[config.mk]
export PLATFORM = sky130hd
export DESIGN_NAME = execUnit
export DESIGN_NICKNAME = d
export VERILOG_FILES = /design/src/aluPkg.sv /design/src/opBus.sv /design/src/aluCore.sv /design/src/divUnit.sv /design/src/execCtrl.sv /design/src/execUnit.sv
export SDC_FILE = /design/constraint.sdc
export NUM_CORES = 2
export LEC_CHECK = 0
export BUFFER_PORTS_ARGS = -buffer_cell sky130_fd_sc_hd__buf_2
export CORE_ASPECT_RATIO = 1.1
export CORE_UTILIZATION = 35
export DETAILED_ROUTE_END_ITERATION = 8
export PLACE_DENSITY_LB_ADDON = 0.3
export SYNTH_ARGS = -nofsm -noshare
export SYNTH_HDL_FRONTEND = slang
export SYNTH_SLANG_ARGS = --single-unit
[constraint.sdc]
create_clock -name clk -period 14.1 [get_ports clk]
set_input_delay 2.82 -clock clk [delete_from_list [all_inputs] [get_ports clk]]
set_output_delay 2.82 -clock clk [all_outputs]
set_load 0.01 [all_outputs]
[src/aluPkg.sv]
`default_nettype none

package aluPkg;

  localparam int dataWidth = 32;
  localparam int opW = 5;
  localparam int flagW = 5;

  // Encodings follow the ARM-style ALU control word
  typedef enum logic [opW-1:0] {
    ADD = 5'd0, ADC = 5'd1, QADD = 5'd2,
    SUB = 5'd3, SBC = 5'd4, RSB = 5'd5, QSUB = 5'd6,
    MUL = 5'd7,
    UDIV = 5'd14, SDIV = 5'd15,
    AND = 5'd16, BIC = 5'd17, ORR = 5'd18, ORN = 5'd19, EOR = 5'd20,
    CMN = 5'd21, TST = 5'd22, TEQ = 5'd23, CMP = 5'd24,
    MOV = 5'd25, RSHIFT = 5'd26, ASHIFT = 5'd27, LSHIFT = 5'd28,
    ROR = 5'd29, RRX = 5'd30
  } aluOp;

  // Bit positions inside the flag word
  localparam int flagNeg = 4;
  localparam int flagZero = 3;
  localparam int flagCarry = 2;
  localparam int flagOvf = 1;
  localparam int flagSat = 0;

  // Signed saturation bounds
  localparam logic [dataWidth-1:0] satMax = 32'h7FFF_FFFF;
  localparam logic [dataWidth-1:0] satMin = 32'h8000_0000;

  // True for opcodes handled by the iterative divider
  function automatic logic isDiv(aluOp op);
    return (op == UDIV) || (op == SDIV);
  endfunction

endpackage

`default_nettype wire

[src/opBus.sv]
`timescale 1ns/10ps
`default_nettype none

interface opBus;
  import aluPkg::*;

  // Operands from the queue head
  aluOp op;
  logic [dataWidth-1:0] a;
  logic [dataWidth-1:0] b;
  logic carryIn;

  // Single-cycle datapath result
  logic [dataWidth-1:0] aluResult;
  logic [flagW-1:0] aluFlags;

  // Divider handshake and result
  logic divStart;
  logic divDone;
  logic [dataWidth-1:0] divResult;
  logic [flagW-1:0] divFlags;

  modport ctrl (
    output op, a, b, carryIn, divStart,
    input aluResult, aluFlags, divDone, divResult, divFlags
  );
  modport alu (input op, a, b, carryIn, output aluResult, aluFlags);
  modport div (input op, a, b, carryIn, divStart, output divDone, divResult, divFlags);

endinterface

`default_nettype wire

[src/aluCore.sv]
`timescale 1ns/10ps
`default_nettype none

module aluCore (
  opBus.alu bus
);
  import aluPkg::*;

  localparam int shW = $clog2(dataWidth);

  logic [dataWidth-1:0] addA;
  logic [dataWidth-1:0] addB;
  logic addCin;
  logic [dataWidth:0] addSum;
  logic addOvf;
  logic [shW-1:0] shAmt;
  logic [dataWidth:0] lslFull;
  logic [dataWidth:0] lsrFull;
  logic [dataWidth:0] asrFull;
  logic [2*dataWidth-1:0] rorFull;
  logic [dataWidth-1:0] result;
  logic carry;
  logic ovf;
  logic sat;
  logic known;

  // Shared adder, subtraction is a + ~b + 1 so carry means no borrow
  always_comb begin
    addA = bus.a;
    addB = bus.b;
    addCin = 1'b0;
    case (bus.op)
      ADC: addCin = bus.carryIn;
      SUB, QSUB, CMP: begin
        addB = ~bus.b;
        addCin = 1'b1;
      end
      SBC: begin
        addB = ~bus.b;
        addCin = bus.carryIn;
      end
      RSB: begin
        addA = bus.b;
        addB = ~bus.a;
        addCin = 1'b1;
      end
      default: ;
    endcase
  end

  assign addSum = {1'b0, addA} + {1'b0, addB} + {{dataWidth{1'b0}}, addCin};
  assign addOvf = (addA[dataWidth-1] == addB[dataWidth-1]) &&
                  (addSum[dataWidth-1] != addA[dataWidth-1]);

  // One extra bit on each shifter catches the last bit shifted out
  assign shAmt = bus.b[shW-1:0];
  assign lslFull = {1'b0, bus.a} << shAmt;
  assign lsrFull = {bus.a, 1'b0} >> shAmt;
  assign asrFull = $unsigned($signed({bus.a, 1'b0}) >>> shAmt);
  assign rorFull = {bus.a, bus.a} >> shAmt;

  always_comb begin
    result = '0;
    carry = bus.carryIn;
    ovf = 1'b0;
    sat = 1'b0;
    known = 1'b1;
    case (bus.op)
      ADD, ADC, SUB, SBC, RSB, CMN, CMP: begin
        result = addSum[dataWidth-1:0];
        carry = addSum[dataWidth];
        ovf = addOvf;
      end
      QADD, QSUB: begin
        result = addSum[dataWidth-1:0];
        ovf = addOvf;
        sat = addOvf;
        // Clamp toward the sign of the first operand
        if (addOvf) begin
          result = addA[dataWidth-1] ? satMin : satMax;
        end
      end
      MUL: result = bus.a * bus.b;
      AND, TST: result = bus.a & bus.b;
      BIC: result = bus.a & ~bus.b;
      ORR: result = bus.a | bus.b;
      ORN: result = bus.a | ~bus.b;
      EOR, TEQ: result = bus.a ^ bus.b;
      MOV: result = bus.b;
      LSHIFT: begin
        result = lslFull[dataWidth-1:0];
        if (shAmt != '0) carry = lslFull[dataWidth];
      end
      RSHIFT: begin
        result = lsrFull[dataWidth:1];
        if (shAmt != '0) carry = lsrFull[0];
      end
      ASHIFT: begin
        result = asrFull[dataWidth:1];
        if (shAmt != '0) carry = asrFull[0];
      end
      ROR: begin
        result = rorFull[dataWidth-1:0];
        carry = rorFull[dataWidth-1];
      end
      RRX: begin
        result = {bus.carryIn, bus.a[dataWidth-1:1]};
        carry = bus.a[0];
      end
      // Divide codes and unused codes land here
      default: known = 1'b0;
    endcase
  end

  assign bus.aluResult = result;

  always_comb begin
    bus.aluFlags = '0;
    if (known) begin
      bus.aluFlags[flagNeg] = result[dataWidth-1];
      bus.aluFlags[flagZero] = (result == '0);
      bus.aluFlags[flagCarry] = carry;
      bus.aluFlags[flagOvf] = ovf;
      bus.aluFlags[flagSat] = sat;
    end
  end

endmodule

`default_nettype wire

[src/divUnit.sv]
`timescale 1ns/10ps
`default_nettype none

module divUnit (
  input logic clk,
  input logic arstN,
  opBus.div bus
);
  import aluPkg::*;

  localparam int cntW = $clog2(dataWidth);

  logic signedOp;
  logic [dataWidth-1:0] absA;
  logic [dataWidth-1:0] absB;
  // Dividend shifts out at the top while quotient bits shift in
  logic [dataWidth-1:0] quot;
  logic [dataWidth-1:0] rem;
  logic [dataWidth-1:0] divisor;
  logic [dataWidth:0] trial;
  logic negQ;
  logic zeroDiv;
  logic carryQ;
  logic busy;
  logic doneQ;
  logic [cntW-1:0] cnt;

  assign signedOp = (bus.op == SDIV);
  assign absA = (signedOp && bus.a[dataWidth-1]) ? -bus.a : bus.a;
  assign absB = (signedOp && bus.b[dataWidth-1]) ? -bus.b : bus.b;

  // Top bit set means the trial subtraction borrowed
  assign trial = {rem, quot[dataWidth-1]} - {1'b0, divisor};

  always_ff @(posedge clk or negedge arstN) begin
    if (!arstN) begin
      busy <= 1'b0;
      doneQ <= 1'b0;
      cnt <= '0;
    end else begin
      doneQ <= 1'b0;
      if (bus.divStart) begin
        busy <= 1'b1;
        cnt <= '0;
      end else if (busy) begin
        cnt <= cnt + 1'b1;
        if (cnt == cntW'(dataWidth - 1)) begin
          busy <= 1'b0;
          doneQ <= 1'b1;
        end
      end
    end
  end

  always_ff @(posedge clk) begin
    if (bus.divStart) begin
      quot <= absA;
      divisor <= absB;
      rem <= '0;
      negQ <= signedOp && (bus.a[dataWidth-1] ^ bus.b[dataWidth-1]);
      zeroDiv <= (bus.b == '0);
      carryQ <= bus.carryIn;
    end else if (busy) begin
      quot <= {quot[dataWidth-2:0], ~trial[dataWidth]};
      if (!trial[dataWidth]) rem <= trial[dataWidth-1:0];
      else rem <= {rem[dataWidth-2:0], quot[dataWidth-1]};
    end
  end

  // satMin / -1 gives magnitude 2^31, which already reads as satMin
  assign bus.divResult = zeroDiv ? '0 : (negQ ? -quot : quot);
  assign bus.divDone = doneQ;

  always_comb begin
    bus.divFlags = '0;
    bus.divFlags[flagNeg] = bus.divResult[dataWidth-1];
    bus.divFlags[flagZero] = (bus.divResult == '0);
    bus.divFlags[flagCarry] = carryQ;
  end

endmodule

`default_nettype wire

[src/execCtrl.sv]
`timescale 1ns/10ps
`default_nettype none

module execCtrl #(
  parameter int queueDepth = 4,
  parameter int outCredits = 2
) (
  input logic clk,
  input logic arstN,
  input logic inValid,
  input aluPkg::aluOp inOp,
  input logic [aluPkg::dataWidth-1:0] inA,
  input logic [aluPkg::dataWidth-1:0] inB,
  input logic inCarry,
  output logic inCredit,
  output logic resValid,
  output logic [aluPkg::dataWidth-1:0] resData,
  output logic [aluPkg::flagW-1:0] resFlags,
  input logic resCredit,
  opBus.ctrl bus
);
  import aluPkg::*;

  localparam int ptrW = (queueDepth > 1) ? $clog2(queueDepth) : 1;
  localparam int cntW = $clog2(queueDepth + 1);
  localparam int creditW = $clog2(outCredits + 1);

  typedef enum logic {IDLE, BUSY} divState;

  aluOp qOp [queueDepth];
  logic [dataWidth-1:0] qA [queueDepth];
  logic [dataWidth-1:0] qB [queueDepth];
  logic qCarry [queueDepth];
  logic [ptrW-1:0] wrPtr;
  logic [ptrW-1:0] rdPtr;
  logic [cntW-1:0] count;
  logic [creditW-1:0] creditCnt;
  divState state;
  logic canIssue;
  logic aluIssue;
  logic divFinish;
  logic pop;

  function automatic logic [ptrW-1:0] nextPtr(logic [ptrW-1:0] p);
    return (p == ptrW'(queueDepth - 1)) ? '0 : p + 1'b1;
  endfunction

  // Queue head feeds both datapaths
  assign bus.op = qOp[rdPtr];
  assign bus.a = qA[rdPtr];
  assign bus.b = qB[rdPtr];
  assign bus.carryIn = qCarry[rdPtr];

  // Issue needs a head entry, an idle divider and a free result credit
  assign canIssue = (count != '0) && (state == IDLE) && (creditCnt != '0);
  assign aluIssue = canIssue && !isDiv(bus.op);
  assign bus.divStart = canIssue && isDiv(bus.op);
  assign divFinish = (state == BUSY) && bus.divDone;
  assign pop = aluIssue || divFinish;

  always_ff @(posedge clk) begin
    if (inValid) begin
      qOp[wrPtr] <= inOp;
      qA[wrPtr] <= inA;
      qB[wrPtr] <= inB;
      qCarry[wrPtr] <= inCarry;
    end
  end

  always_ff @(posedge clk or negedge arstN) begin
    if (!arstN) begin
      wrPtr <= '0;
      rdPtr <= '0;
      count <= '0;
      creditCnt <= creditW'(outCredits);
      state <= IDLE;
      inCredit <= 1'b0;
      resValid <= 1'b0;
    end else begin
      if (inValid) wrPtr <= nextPtr(wrPtr);
      if (pop) rdPtr <= nextPtr(rdPtr);
      count <= count + cntW'(inValid) - cntW'(pop);
      creditCnt <= creditCnt + creditW'(resCredit) - creditW'(pop);
      // Freed slot and result leave on the same edge
      inCredit <= pop;
      resValid <= pop;
      case (state)
        IDLE: if (bus.divStart) state <= BUSY;
        BUSY: if (bus.divDone) state <= IDLE;
        default: state <= IDLE;
      endcase
    end
  end

  // Result register
  always_ff @(posedge clk) begin
    if (aluIssue) begin
      resData <= bus.aluResult;
      resFlags <= bus.aluFlags;
    end else if (divFinish) begin
      resData <= bus.divResult;
      resFlags <= bus.divFlags;
    end
  end

endmodule

`default_nettype wire

[src/execUnit.sv]
`timescale 1ns/10ps
`default_nettype none

module execUnit #(
  parameter int queueDepth = 4,
  parameter int outCredits = 2
) (
  input logic clk,
  input logic arstN,
  input logic inValid,
  input aluPkg::aluOp inOp,
  input logic [aluPkg::dataWidth-1:0] inA,
  input logic [aluPkg::dataWidth-1:0] inB,
  input logic inCarry,
  output logic inCredit,
  output logic resValid,
  output logic [aluPkg::dataWidth-1:0] resData,
  output logic [aluPkg::flagW-1:0] resFlags,
  input logic resCredit
);

  opBus bus ();

  execCtrl #(
    .queueDepth(queueDepth),
    .outCredits(outCredits)
  ) u_execCtrl (
    .clk(clk),
    .arstN(arstN),
    .inValid(inValid),
    .inOp(inOp),
    .inA(inA),
    .inB(inB),
    .inCarry(inCarry),
    .inCredit(inCredit),
    .resValid(resValid),
    .resData(resData),
    .resFlags(resFlags),
    .resCredit(resCredit),
    .bus(bus)
  );

  aluCore u_aluCore (
    .bus(bus)
  );

  divUnit u_divUnit (
    .clk(clk),
    .arstN(arstN),
    .bus(bus)
  );

endmodule

`default_nettype wire

==> metrics.md <==
| Metric | Value |
|---|---|
| Buffers added on ports | `between 100 and 150` |
| Worst Min Path Start | `u_divUnit.rem[29]` |
| Flop2flop setup slack | `3.59 ns` |
| Number of synthesized flops with an enable pin | `384` |
| Final worst setup slack | `around 3.6 ns` |
| Post-CTS setup buffers | `0` |
| Wire length per cell | `29.3 um` |
| Longest Clk Path Bufs | `3` |
| Worst R2R End | `u_execCtrl.resFlags[3]` |
| Slew @ Worst Pin | `about 1.4 ns` |
| # resized after CTS | `0` |
| Fmax | `~95 MHz` |
| Final Hold Viols | `0` |
| Pre-Repair DR Iteration Count | `6` |
| CTS Sinks | `approximately 430` |
| Slew headroom | `under 10%` |
| DP Worst Slack | `approximately 3.7 ns` |
| Top-Level Pins | `113` |
| CP Data Arrival Time | `11.01 ns` |
| Reg2reg start | `u_execCtrl.rdPtr[1]` |
| Final net count | `approximately 5400` |
| Syn. warnings | `0` |
| Critical path's largest stage delay | `between 0.6 and 0.7 ns` |
| Critical Path End Type | `register` |
| Layout Area Growth over Synthesis | `8.54%` |
| Detailed Place HPWL | `~140000 um` |
| Outcome | `finished, final reports clean` |
| Initial DRC Count | `between 4000 and 5000` |
| Row count | `138` |
| Final Wtd Congestion | `roughly 1.0` |
| Fill cells | `roughly 13000` |
| DRC viols | `0` |
| Syn_area_per_cell | `about 9.5 um^2` |
| Final ANT Viol Nets | `0` |
| Critical Path RT | `roughly 15 ns` |
| Setup Skew | `between 0.05 and 0.06 ns` |
| Num CTS Buffers | `47` |
| Share of layout cells above drive strength 1 | `about 11%` |
| Post-synthesis register bit count | `about 430` |
| Critical path's slowest cell | `dfrtp_4` |
| Register area share after synthesis | `roughly 28%` |
| Ys async rst share | `approximately 4.1%` |
| Largest net degree at the start of global routing | `68` |
| First-pass GRT wire length | `~270000 um` |
| Die ar. | `0.131 mm^2` |
| Hold depth | `2` |
| Critical path launch point | `u_execCtrl.rdPtr[1]` |
| CTS tree | `built` |
| Vias | `between 30000 and 40000` |
| Post-synth cell types | `95` |
| Die width | `around 350 um` |
| CP Max Fanout | `36` |
| Total Neg Setup Slack | `0 ns` |
| Final Critical Period | `about 11 ns` |
| Grt ovf | `0` |
| Fin crit share | `between 70% and 80%` |
| Core Region | `about 0.13 mm^2` |
| Worst-Skew Late Latency | `around 0.67 ns` |
| H-tree depth | `2` |
| Total track usage | `28.6%` |
| Initial core utilization | `a little over a third` |
| Type of the worst min-delay path | `register to register` |
| Depth of the most critical reg-to-reg path | `28` |
| Hold-fix buffers, CTS | `0` |
| Final Setup Violations | `0` |
| Synth Instances | `between 4000 and 5000` |
| Post-Syn Nets | `around 5500` |
| Max Cap Viol | `0` |
| Hold endpoint | `u_divUnit.rem[29]` |
| Initial antenna violation count | `11` |
| CP Launch Type | `register` |
| Max Slew Vio Count | `0` |
| Critical path's most frequent cell | `fa_1` |
| Setup CP Type | `register to register` |
| Clock-pin transition on the worst setup and hold timing paths | `roughly 0.07 ns` |
| Dominant synthesized flop cell | `edfxtp_1` |
| RSZ-0062 raised after global routing | `no` |
| Root Driver | `clkbuf_16` |
| Height of the chip | `379 um` |
| Via density | `about 6` |
| Number of global-route vias before repair | `around 38000` |
| Drt total wl | `189000 um` |
| Cell area after synthesis | `between 0.04 and 0.05 mm^2` |
synth_stat cells (all sizes together) (14+ instances only):
| cell | n | area [um^2] |
|---|---|---|
| nand3 | 64 | 320 |
| o21a | 25 | 188 |
| xor2 | 80 | 701 |
| a21oi | 219 | 1100 |
| xnor2 | 157 | 1380 |
| fa | 412 | 8250 |
| a21o | 45 | 338 |
| mux2i | 125 | 1250 |
| a22oi | 16 | 120 |
| o211ai | 40 | 300 |
| mux4 | 66 | 1490 |
| inv | 392 | 1470 |
| o22ai | 34 | 213 |
| a211oi | 55 | 413 |
| nor3 | 69 | 350 |
| nand4 | 22 | 138 |
| or3 | 37 | 231 |
| and3 | 17 | 106 |
| a221oi | 19 | 179 |
| mux2 | 79 | 897 |
| dfxtp | 32 | 641 |
| nor4 | 24 | 156 |
| nor2 | 306 | 1150 |
| nand2b | 34 | 213 |
| buf | 102 | 558 |
| clkbuf | 229 | 860 |
| edfxtp | 384 | 11500 |
| nor2b | 26 | 163 |
| dfrtp | 17 | 425 |
| nand2 | 701 | 2630 |
| o31ai | 27 | 203 |
| or2 | 14 | 87.6 |
| a31oi | 27 | 169 |
| o21ai | 292 | 1470 |
| and2 | 164 | 1030 |
| ha | 218 | 2730 |
cells in the final DEF (no fill, tap or decap), drive strengths merged, types with 55 or more instances in the layout:
| cell | synthesis | layout |
|---|---|---|
| nand2 | 701 | 701 |
| fa | 412 | 412 |
| inv | 392 | 394 |
| edfxtp | 384 | 384 |
| nor2 | 306 | 306 |
| o21ai | 292 | 292 |
| buf | 102 | 236 |
| a21oi | 219 | 219 |
| ha | 218 | 218 |
| and2 | 164 | 164 |
| xnor2 | 157 | 157 |
| mux2i | 125 | 125 |
| xor2 | 80 | 80 |
| mux2 | 79 | 79 |
| nor3 | 69 | 69 |
| mux4 | 66 | 66 |
| nand3 | 64 | 64 |
| a211oi | 55 | 55 |
critical path, delay by kind of cell, from the launching register on:
family | cells | cell delay, ns
flip-flops | 1 | 0.67
AND/OR/NAND/NOR | 5 | 1.01
adder cells (fa/ha/maj) | 9 | 4.34
buffers and inverters | 5 | 1.74
AO/OA/AOI/OAI | 8 | 2.12
multiplexers | 1 | 0.38
how the worst max path moves through the flow:
stage | slack, ns | endpoint | cells past startpoint
2_1_floorplan | 4.15 | u_execCtrl.resFlags[3] | 36
3_3_place_gp | 3.75 | u_execCtrl.resFlags[3] | 28
3_5_place_dp | 3.66 | u_execCtrl.resFlags[3] | 28
4_1_cts | 3.64 | u_execCtrl.resFlags[3] | 28
5_1_grt | 3.28 | u_execCtrl.resFlags[3] | 30
6_report | 3.59 | u_execCtrl.resFlags[3] | 28
per-stage QoR:
step | hold slack [ns] | cells | util (%) | cell area, um^2
3_3_place_gp | 0.495 | 6361 | 37.1 | 47600
4_1_cts | 0.512 | 6445 | 38.3 | 49200
5_1_grt | 0.539 | 6445 | 38.3 | 49200
2_1_floorplan | 0.435 | 4776 | - | 45300
6_report | 0.505 | 6453 | 38.3 | 49200
3_5_place_dp | 0.504 | 6361 | 37.1 | 47600
kinds of logic (layout without fill, tap and decap cells):
family	count (synthesis)	after routing	synth area share (%)
other	0	8	0
AOI/OAI and AO/OA	966	966	13.7
buffers and inverters	723	712	6.38
muxes	270	270	8.05
adders and majority gates	633	633	24.3
DFF	434	434	27.9
xor gates and xnor gates	237	237	4.58
and+or+nand+nor	1513	1513	15.1
registers in the layout (all words and copies together) (netlist names), 2 cells and up:
| register | flops |
|---|---|
| u_execCtrl.creditCnt | 2 |
| u_divUnit.rem | 32 |
| u_divUnit.quot | 32 |
| u_execCtrl.qA | 128 |
| u_execCtrl.resData | 32 |
| u_divUnit.cnt | 5 |
| u_execCtrl.rdPtr | 2 |
| u_execCtrl.wrPtr | 2 |
| u_execCtrl.qB | 128 |
| u_execCtrl.qCarry | 4 |
| u_execCtrl.qOp | 20 |
| u_execCtrl.resFlags | 5 |
| u_execCtrl.count | 3 |
| u_divUnit.divisor | 32 |
layout make-up:
cell class              count  area, um^2  share of cell area [%]
diodes                      8        20.0                  0.0407
repair buffers            236        1490                    3.03
well taps                1680        2100                    4.27
inverters                 392        1480                    3.01
clock buffers              54        1220                    2.49
clock inverters            30         334                   0.679
flip-flops and latches    434       12600                    25.7
multi-input cells        3619       29900                    60.8
routing by layer:
| layer | vias to the layer above | global-route usage (%) | share of wire, % |
|---|---|---|---|
| li1 | 16500 | - | - |
| met1 | 19200 | 36.2 | 40 |
| met2 | 1893 | 46.1 | 45 |
| met3 | 506 | 5.68 | 8.3 |
| met4 | 8 | 15.4 | 6.2 |
| met5 | - | 0 | 0.031 |
Power is not shown: default switching activity piles up to over one toggle a cycle in this logic, so the estimate is an artifact.
